**src/spi_msg_pkg.sv**
```systemverilog
package spi_msg_pkg;

    // ======================================================================
    // Message framing
    // ======================================================================

    // Host to device message, type in the top byte
    localparam int unsigned msg_len      = 64;
    localparam int unsigned msg_type_len = 8;
    localparam int unsigned msg_arg_len  = msg_len - msg_type_len;

    // Device to host response, sent MSB first
    localparam int unsigned resp_len = 64;

    // Type bit that asks for a response
    localparam int unsigned resp_bit = 6;

    // ======================================================================
    // Opcodes
    // ======================================================================

    // Bit 7 is always set since the host cannot drive it
    typedef enum logic [msg_type_len-1:0] {
        msg_echo    = 8'hC0,
        msg_led_set = 8'h81,
        msg_nop     = 8'h82,
        msg_status  = 8'hC3
    } msg_type_e;

    // ======================================================================
    // Receiver states
    // ======================================================================

    typedef enum logic [1:0] {
        rx_dummy = 2'd0,
        rx_body  = 2'd1,
        rx_done  = 2'd2
    } rx_state_e;

    // ======================================================================
    // Status response layout
    // ======================================================================

    // Byte index counted from the MSB, byte 0 holds the echoed type
    localparam int unsigned resp_status_led_byte   = 1;
    localparam int unsigned resp_status_count_byte = 2;
    localparam int unsigned resp_status_bad_byte   = 3;

endpackage

```
**src/spi_msg_rx.sv**
```systemverilog
`timescale 1ns/1ps

module spi_msg_rx
    import spi_msg_pkg::*;
#(
    parameter int dummy_nibbles = 2,
    parameter int msg_nibbles   = 16
) (
    input  logic                   ice_st_spi_clk,
    input  logic                   spi_cs,
    input  logic [3:0]             spi_d_in,
    output logic                   msg_valid,
    output msg_type_e              msg_type,
    output logic [msg_arg_len-1:0] msg_arg
);

    // One counter serves both phases, sized for the longer one
    localparam int cnt_max = (msg_nibbles > dummy_nibbles) ? msg_nibbles : dummy_nibbles;
    localparam int cnt_w   = $clog2(cnt_max);

    localparam logic [cnt_w-1:0] last_dummy = cnt_w'(dummy_nibbles - 1);
    localparam logic [cnt_w-1:0] last_body  = cnt_w'(msg_nibbles - 1);

    rx_state_e          state_q;
    logic [cnt_w-1:0]   nib_cnt_q;
    logic [msg_len-1:0] shift_q;

    // ======================================================================
    // Framing FSM
    // ======================================================================

    always_ff @(posedge ice_st_spi_clk or negedge spi_cs) begin
        if (!spi_cs) begin
            state_q   <= rx_dummy;
            nib_cnt_q <= '0;
            msg_valid <= 1'b0;
        end else begin
            msg_valid <= 1'b0;
            case (state_q)
                rx_dummy: begin
                    // First nibbles from the host are unreliable, drop them
                    if (nib_cnt_q == last_dummy) begin
                        nib_cnt_q <= '0;
                        state_q   <= rx_body;
                    end else begin
                        nib_cnt_q <= nib_cnt_q + 1'b1;
                    end
                end
                rx_body: begin
                    if (nib_cnt_q == last_body) begin
                        nib_cnt_q <= '0;
                        state_q   <= rx_done;
                        msg_valid <= 1'b1;
                    end else begin
                        nib_cnt_q <= nib_cnt_q + 1'b1;
                    end
                end
                default: begin
                    // Hold here until the host deselects us
                    state_q <= rx_done;
                end
            endcase
        end
    end

    // Message nibbles arrive MSB first
    always_ff @(posedge ice_st_spi_clk) begin
        if (state_q == rx_body) begin
            shift_q <= {shift_q[msg_len-5:0], spi_d_in};
        end
    end

    // Host can't send the top type bit, so fake it
    assign msg_type = msg_type_e'({1'b1, shift_q[msg_len-2 -: msg_type_len-1]});
    assign msg_arg  = shift_q[msg_arg_len-1:0];

endmodule

```
**src/spi_cmd_exec.sv**
```systemverilog
`timescale 1ns/1ps

module spi_cmd_exec
    import spi_msg_pkg::*;
#(
    parameter int led_width = 4
) (
    input  logic                   ice_st_spi_clk,
    input  logic                   spi_cs,
    input  logic                   msg_valid,
    input  msg_type_e              msg_type,
    input  logic [msg_arg_len-1:0] msg_arg,
    output logic [led_width-1:0]   ice_led,
    output logic                   resp_load,
    output logic [resp_len-1:0]    resp_word
);

    // These persist across transactions, chip select doesn't touch them
    logic [led_width-1:0] led_q       = '0;
    logic [7:0]           cmd_count_q = '0;
    logic [7:0]           bad_count_q = '0;

    logic                type_known;
    logic                is_led_set;
    logic [7:0]          led_byte;
    logic [resp_len-1:0] resp_next;

    assign led_byte   = 8'(led_q);
    assign is_led_set = (msg_type == msg_led_set);

    // ======================================================================
    // Decode and response assembly
    // ======================================================================

    always_comb begin
        type_known = 1'b1;
        resp_next  = '0;
        // Every response leads with the type byte
        resp_next[resp_len-1 -: msg_type_len] = msg_type;
        case (msg_type)
            msg_echo: begin
                resp_next[msg_arg_len-1:0] = msg_arg;
            end
            msg_status: begin
                // Counters reflect messages before this one
                resp_next[resp_len-1-8*resp_status_led_byte -: 8]   = led_byte;
                resp_next[resp_len-1-8*resp_status_count_byte -: 8] = cmd_count_q;
                resp_next[resp_len-1-8*resp_status_bad_byte -: 8]   = bad_count_q;
            end
            msg_led_set, msg_nop: begin
                // No response payload
            end
            default: begin
                type_known = 1'b0;
            end
        endcase
    end

    // ======================================================================
    // Command state
    // ======================================================================

    always_ff @(posedge ice_st_spi_clk) begin
        if (msg_valid) begin
            // Command count wraps at 256
            cmd_count_q <= cmd_count_q + 8'd1;
            if (!type_known) begin
                bad_count_q <= bad_count_q + 8'd1;
            end
            if (is_led_set) begin
                led_q <= msg_arg[led_width-1:0];
            end
            resp_word <= resp_next;
        end
    end

    // Only known types with the response bit get an answer
    always_ff @(posedge ice_st_spi_clk or negedge spi_cs) begin
        if (!spi_cs) begin
            resp_load <= 1'b0;
        end else begin
            resp_load <= msg_valid && type_known && msg_type[resp_bit];
        end
    end

    assign ice_led = led_q;

endmodule

```
**src/spi_resp_tx.sv**
```systemverilog
`timescale 1ns/1ps

module spi_resp_tx
    import spi_msg_pkg::*;
#(
    parameter int resp_bytes = 8
) (
    input  logic                ice_st_spi_clk,
    input  logic                spi_cs,
    input  logic                resp_load,
    input  logic [resp_len-1:0] resp_word,
    output logic [7:0]          spi_d_out,
    output logic                spi_d_oe
);

    localparam int cnt_w = $clog2(resp_bytes + 1);

    logic [resp_len-1:0] shift_q;
    logic [cnt_w-1:0]    bytes_left_q;

    // ======================================================================
    // Byte shifter
    // ======================================================================

    always_ff @(posedge ice_st_spi_clk or negedge spi_cs) begin
        if (!spi_cs) begin
            shift_q      <= '0;
            bytes_left_q <= '0;
            spi_d_oe     <= 1'b0;
        end else if (resp_load) begin
            // Top byte goes out on the same edge
            shift_q      <= resp_word;
            bytes_left_q <= cnt_w'(resp_bytes - 1);
            spi_d_oe     <= 1'b1;
        end else if (bytes_left_q != '0) begin
            shift_q      <= {shift_q[resp_len-9:0], 8'h00};
            bytes_left_q <= bytes_left_q - 1'b1;
        end else begin
            // Past the last byte the lines idle at zero
            shift_q <= '0;
        end
    end

    // Output enable stays up until deselect
    assign spi_d_out = shift_q[resp_len-1 -: 8];

endmodule

```
**src/ice_spi_top.sv**
```systemverilog
`timescale 1ns/1ps

module ice_spi_top
    import spi_msg_pkg::*;
#(
    parameter int dummy_nibbles = 2,
    parameter int msg_nibbles   = 16,
    parameter int led_width     = 4,
    parameter int resp_bytes    = 8
) (
    input  logic                 ice_st_spi_clk,
    input  logic                 spi_cs,
    input  logic [3:0]           spi_d_in,
    output logic [7:0]           spi_d_out,
    output logic                 spi_d_oe,
    output logic [led_width-1:0] ice_led
);

    // Receiver to executor
    logic                   msg_valid;
    msg_type_e              msg_type;
    logic [msg_arg_len-1:0] msg_arg;

    // Executor to transmitter
    logic                resp_load;
    logic [resp_len-1:0] resp_word;

    // ======================================================================
    // Message receive, 4 data lines in
    // ======================================================================

    spi_msg_rx #(
        .dummy_nibbles (dummy_nibbles),
        .msg_nibbles   (msg_nibbles)
    ) msg_rx_i (
        .ice_st_spi_clk (ice_st_spi_clk),
        .spi_cs         (spi_cs),
        .spi_d_in       (spi_d_in),
        .msg_valid      (msg_valid),
        .msg_type       (msg_type),
        .msg_arg        (msg_arg)
    );

    // ======================================================================
    // Command execution
    // ======================================================================

    spi_cmd_exec #(
        .led_width (led_width)
    ) cmd_exec_i (
        .ice_st_spi_clk (ice_st_spi_clk),
        .spi_cs         (spi_cs),
        .msg_valid      (msg_valid),
        .msg_type       (msg_type),
        .msg_arg        (msg_arg),
        .ice_led        (ice_led),
        .resp_load      (resp_load),
        .resp_word      (resp_word)
    );

    // ======================================================================
    // Response transmit, 8 data lines out
    // ======================================================================

    spi_resp_tx #(
        .resp_bytes (resp_bytes)
    ) resp_tx_i (
        .ice_st_spi_clk (ice_st_spi_clk),
        .spi_cs         (spi_cs),
        .resp_load      (resp_load),
        .resp_word      (resp_word),
        .spi_d_out      (spi_d_out),
        .spi_d_oe       (spi_d_oe)
    );

endmodule

```
**config.mk**
```make
export PLATFORM = sky130hd
export DESIGN_NAME = ice_spi_top
export DESIGN_NICKNAME = d
export VERILOG_FILES = /design/src/spi_msg_pkg.sv /design/src/spi_msg_rx.sv /design/src/spi_cmd_exec.sv /design/src/spi_resp_tx.sv /design/src/ice_spi_top.sv
export SDC_FILE = /design/constraint.sdc
export NUM_CORES = 1
export LEC_CHECK = 0
export BUFFER_PORTS_ARGS = -buffer_cell sky130_fd_sc_hd__buf_2
export CORE_ASPECT_RATIO = 1.25
export CORE_MARGIN = 1.5
export CORE_UTILIZATION = 65
export CTS_BUF_LIST = sky130_fd_sc_hd__clkbuf_8
export DETAILED_ROUTE_END_ITERATION = 8
export GPL_ROUTABILITY_DRIVEN = 0
export PLACE_DENSITY = 0.89
export SETUP_SLACK_MARGIN = 0.05
export SYNTH_ARGS = -nofsm -noshare
export SYNTH_HDL_FRONTEND = slang
export SYNTH_SLANG_ARGS = --single-unit
```
**constraint.sdc**
```tcl
create_clock -name ice_st_spi_clk -period 7.5 [get_ports ice_st_spi_clk]
set_input_delay 1.5 -clock ice_st_spi_clk [delete_from_list [all_inputs] [get_ports ice_st_spi_clk]]
set_output_delay 1.5 -clock ice_st_spi_clk [all_outputs]
set_load 0.02 [all_outputs]
```
* Yosys cells after proc, flatten, opt, wreduce, memory -nomap -nowiden
Cells that the tools add are included.
** Word-level totals
- Register bits after elaboration :: 223
- Input port bits :: 6
- Output and inout port bits :: 13
- Word-level logic and storage cells :: 51
** Operators by class
- Equal/unequal tests :: 9
- Multiplexer cells :: 14
- Reductions and logical operators :: 10
- Add/sub/neg operators :: 4
- Bitwise gates (word level) :: 1
** Operators with widths (number)
- 64-bit 2-to-1 mux :: 2
- 24-bit one-hot mux with 2 select lines :: 1
- 8-bit by 1-bit adder with 8-bit output (second input constant) :: 2
- 4-bit 2-to-1 mux :: 4
- 7-bit == test (second input constant) :: 2
- 4-bit one-hot mux with 2 select lines :: 1
- 7-bit by 1-bit == test with 1-bit output (second input constant) :: 1
- 7-bit by 2-bit == test with 1-bit output (second input constant) :: 1
- 2-bit AND reduction :: 3
- 4-bit by 1-bit adder with 4-bit output (second input constant) :: 1
- 4-bit by 1-bit == test with 1-bit output (second input constant) :: 1
- 4-bit == test (second input constant) :: 1
- 2-bit 2-to-1 mux :: 2
- 2-bit by 1-bit inequality test with 1-bit output (second input constant) :: 2
- 2-bit one-hot mux with 2 select lines :: 1
- 2-bit nonzero test :: 2
- 4-bit nonzero test :: 1
- 4-bit OR reduction :: 1
- 4-bit by 1-bit subtractor with 4-bit output (second input constant) :: 1
- 1-bit 2-to-1 mux :: 3
- 2-bit by 1-bit == test with 1-bit output (second input constant) :: 1
- 1-bit logical AND :: 2
- 2-bit logical NOT :: 1
- 1-bit NOT :: 1

* Longest topological paths before layout
- Word-level depth :: 5
- Depth in mapped cells :: 6
- Depth with buffers taken out :: 5

* Cells and area by module
Synthesis repeated with hierarchy kept, for this count alone.
** Second synthesis, totals
- Cells, all modules :: 606
- Area total of the unflattened synthesis :: 8682.1 sq um
** Modules (own cells, without submodules)
- spi_cmd_exec :: seq. area each 2547.4 sq um, area each 3409.5 sq um, instances 1, cells each 216
- spi_resp_tx :: seq. area each 1726.7 sq um, area each 3022.9 sq um, instances 1, cells each 291
- spi_msg_rx :: seq. area each 2067.0 sq um, area each 2249.7 sq um, instances 1, cells each 99

* Least setup slack after synthesis
No wires, ideal clock.
- Path type :: register -> register
- Start point :: register msg_rx_i.state_q[1]
- End point :: register msg_rx_i.shift_q[0] (enable)
- Cell stages (with the launch flop) :: 2
- Library setup time :: 491 ps
- Required time :: 7009 ps
- Setup slack :: 3778 ps
- Path buffers :: 0
- Data arrival time :: 3231 ps
- Clock period less this slack :: 3722 ps
- Cell sequence :: dfrtp_1 > nor2b_1
** Between the ends
- Word-level cells in the longest chain between the ends :: 1
** RTL lines
- from (decl) :: line spi_msg_rx.sv:24 : rx_state_e state_q;
- from (signal assigned) :: line spi_msg_rx.sv:34 : state_q <= rx_dummy;
- from (signal assigned) :: line spi_msg_rx.sv:44 : state_q <= rx_body;
- from (signal assigned) :: line spi_msg_rx.sv:52 : state_q <= rx_done;
- 2-bit by 1-bit == test with 1-bit output :: line spi_msg_rx.sv:68 : if (state_q == rx_body) begin
- to (signal assigned) :: line spi_msg_rx.sv:69 : shift_q <= {shift_q[msg_len-5:0], spi_d_in};
- to (decl) :: line spi_msg_rx.sv:26 : logic [msg_len-1:0] shift_q;
Every way passes these cells.
A chain may end at the register's enable or synchronous reset.

* Worst setup path in the final report
- Start point :: register cmd_exec_i.led_q[3] (netlist: cmd_exec_i.ice_led[3])
- End point :: output ice_led[3]
** RTL lines
- from (decl) :: line spi_cmd_exec.sv:19 : logic [led_width-1:0] led_q = '0;
- from (signal assigned) :: line spi_cmd_exec.sv:71 : led_q <= msg_arg[led_width-1:0];
- to (decl) :: line ice_spi_top.sv:16 : output logic [led_width-1:0] ice_led
No word-level cell between the ends.

==> flow_metrics.py <==
metrics = {
    "die": {
        "rows": 45,
        "dieArea_sq_mm": 0.01321,
        "fp.dieH_um": 128.1,
        "initial_utilization_pct": 66.92,
        "io_pins": 19,
        "die_w_um": 103.1,
        "coreArea_sq_mm": 0.01216,
    },
    "yosys": {
        "synth_ff_type": "edfxtp_1",
        "synth_cell_types": 39,
        "syn_inst": 483,
        "synth-seq-area-share_pct": 77.54,
        "syn_area_per_cell_sq_um": 16.85,
        "ys_ff_latch": 223,
        "synth_edf_count": 146,
        "synth_nets": 494,
        "ys_warn_count": 0,
        "async_flop_share_pct": 34.53,
        "synth_area_sq_mm": 0.008139,
    },
    "route": {
        "wl_um": 13800,
        "drt-initial-drc-count": 406,
        "drtAntennaViolNets": 0,
        "first_pass_iters": 5,
        "vias": 4100,
        "wire_per_inst_um": 19.83,
        "drt-vias-per-instance": 5.891,
        "drcViolationCount": 0,
    },
    "placed_design": {
        "place_area_sq_mm": 0.008273,
        "pre_cts_ws_ns": 4.965,
        "dp_hpwl_um": 7958,
        "port_buffers": 18,
    },
    "critical_path": {
        "critPathCaptureType": "primary output",
        "cp.arrival_ns": 1.21,
        "rr_worst_depth": 2,
        "path_buf_inv": 1,
        "crit_required_ns": 6.00,
        "path_max_fanout": 2,
        "cp_num_cells": 1,
        "critical_path_class": "flip-flop to primary output",
        "r2r-end": "cmd_exec_i.bad_count_q[0]",
        "r2r-start": "msg_rx_i.msg_valid",
        "crit_path_start_kind": "flip-flop",
        "startpoint": "cmd_exec_i.ice_led[3]",
        "path_cells": "buf_2",
        "crit_family": "flip-flops",
        "slowest_delay_ns": 0.48,
        "crit_slowest_cell": "edfxtp_1",
        "cp-endpoint": "ice_led[3]",
        "rrSetupSlack_ns": 4.94,
    },
    "clocking": {
        "clkSinkCount": 223,
        "clkSlewWorstSetupHoldPaths_ns": 0.06,
        "postCtsSetupBuffers": 0,
        "cts_root_buf": "clkbuf_8",
        "numCtsBuffers": 31,
        "htree_num_levels": 1,
        "hold_buffers": 0,
        "cts_tree": "yes",
        "insertion_delay_ns": 0.54,
        "cts_resized": 0,
        "cts.path.max_buffers": 3,
    },
    "flow_run": {
        "maxCapViolations": 0,
    },
    "sta": {
        "fin_crit_sh_pct": 36.15,
        "setup_violations": 0,
        "fin_tns_setup_ns": 0,
        "period_needed_ns": 2.711,
        "fin_worst_skew_ns": 0.01918,
        "max_slew_margin_pct": 18.13,
        "hold_violations": 0,
        "setup_slack_ns": 4.789,
        "slew_violations": 0,
        "rsz0062_at_grt": "no",
        "max_slew.worst_pin.slew_ns": 1.217,
        "fmax_mhz": 368.8,
    },
    "layout": {
        "nets": 519,
        "fin_area_sq_mm": 0.008907,
        "nFillCells": 727,
        "drive_above_1_share_pct": 18.80,
        "antenna_cells": 0,
        "syn2layout_area_growth_pct": 9.439,
    },
    "global_routing": {
        "track_usage_pct": 22.41,
        "first_global_vias": 4291,
        "grt_util_met1_pct": 28.86,
        "grt_pass1_wl_um": 22310,
        "globalRouteMet2Util_pct": 37.96,
        "met3_usage_pct": 4.417,
        "grt_overflow": 0,
        "grt_max_degree": 78,
        "antenna_found_initial": 0,
        "gr-max-usage-layer": "met2",
    },
    "pwr": {
        "finalPower_uw": 2337,
        "powerDensity_mw_per_mm2": 262.4,
        "p_leak_uw": 0.003445,
        "ir_worst_vdd_uv": 240.6,
    },
    "worst_hold_path": {
        "hp-class": "flip-flop to flip-flop",
    },
    "run_status": {
        "status": "completed",
    },
}
flip-flops by register name, summed over array words and instances, names as in the netlist:
signal                  cells
msg_rx_i.shift_q           63
msg_rx_i.msg_valid          1
resp_tx_i.bytes_left_q      4
msg_rx_i.nib_cnt_q          4
cmd_exec_i.bad_count_q      8
cmd_exec_i.resp_word       63
cmd_exec_i.resp_load        1
cmd_exec_i.ice_led          4
cmd_exec_i.cmd_count_q      8
resp_tx_i.shift_q          64
resp_tx_i.spi_d_oe          1
msg_rx_i.state_q            2
cells in the final DEF (no fill, tap or decap), types with 6 or more instances in the layout:
cell type and count:
and2_2 25, buf_4 6, nand2_1 14, dfrtp_1 75, buf_2 17, clkbuf_8 39
edfxtp_1 146, a22o_1 55, nor2_1 25, and2_1 21, a22oi_1 21, inv_1 21
xnor2_1 9
cell usage after synthesis (3+ instances only):
cell / n / area share (%)
and2_2: 25 / 2.3
nor2b_1: 3 / 0.23
nand3_1: 5 / 0.31
a22oi_1: 21 / 1.9
ha_1: 5 / 0.77
xnor2_1: 9 / 0.97
nand2_1: 14 / 0.65
edfxtp_1: 146 / 54
clkbuf_1: 12 / 0.55
a21o_1: 4 / 0.37
and3_1: 4 / 0.31
nor2_1: 25 / 1.2
and2_1: 21 / 1.6
buf_4: 8 / 0.74
o21ai_0: 4 / 0.25
xor2_1: 5 / 0.54
inv_1: 8 / 0.37
dfrtp_1: 77 / 24
buf_6: 9 / 1.2
a22o_1: 55 / 5.9
where the power goes:
group	switching [uW]	internal, uW
clock network	418	500
registers	11.4	1310
logic	67.2	29.9
total	497	1840
cell families after synthesis:
logic type / count (synthesis) / share of synthesized area [%]
adder cells (fa/ha/maj): 5 / 0.7686
flip-flops: 223 / 77.54
buffers and inverters: 39 / 3.028
AND/OR/NAND/NOR: 111 / 7.994
XOR/XNOR: 14 / 1.507
AO/OA/AOI/OAI: 89 / 8.901
multiplexers: 2 / 0.2613
worst min-delay path by stage:
stage | start | to | slack (ns) | depth (start not counted)
CTS | msg_rx_i.shift_q[27] | msg_rx_i.shift_q[31] | 0.44 | 0
floorplan | msg_rx_i.shift_q[16] | msg_rx_i.shift_q[20] | 0.42 | 0
finish | msg_rx_i.shift_q[27] | msg_rx_i.shift_q[31] | 0.44 | 0
detailed placement | msg_rx_i.shift_q[21] | msg_rx_i.shift_q[25] | 0.42 | 0
global route | msg_rx_i.shift_q[21] | msg_rx_i.shift_q[25] | 0.44 | 0
global placement | msg_rx_i.shift_q[53] | msg_rx_i.shift_q[57] | 0.42 | 0
cell type report:
cell class              count  area (sq um)  share of cell area [%]
clock buffers              39         536.8                   6.026
multi-input cells         221          1594                   17.90
well taps                 164         205.2                   2.304
repair buffers             23         130.1                   1.461
inverters                   8         30.03                  0.3371
flip-flops and latches    223          6314                   70.88
clock inverters            18         97.59                   1.096
layer usage:
metal  up-vias  part of all wire (%)
met5         -                     0
met4         0                   2.9
met3        31                   6.8
met2       181                    52
met1      2053                    38
li1       1835                     -
per-stage QoR:
step	hold WS, ns	cells	util (%)
6_report	0.4361	696	73.24
2_1_floorplan	0.4173	483	-
5_1_grt	0.4432	696	73.24
3_3_place_gp	0.4211	639	68.02
3_5_place_dp	0.4246	639	68.02
4_1_cts	0.4352	696	73.24
Note: power is estimated with default switching activity, not from simulation.
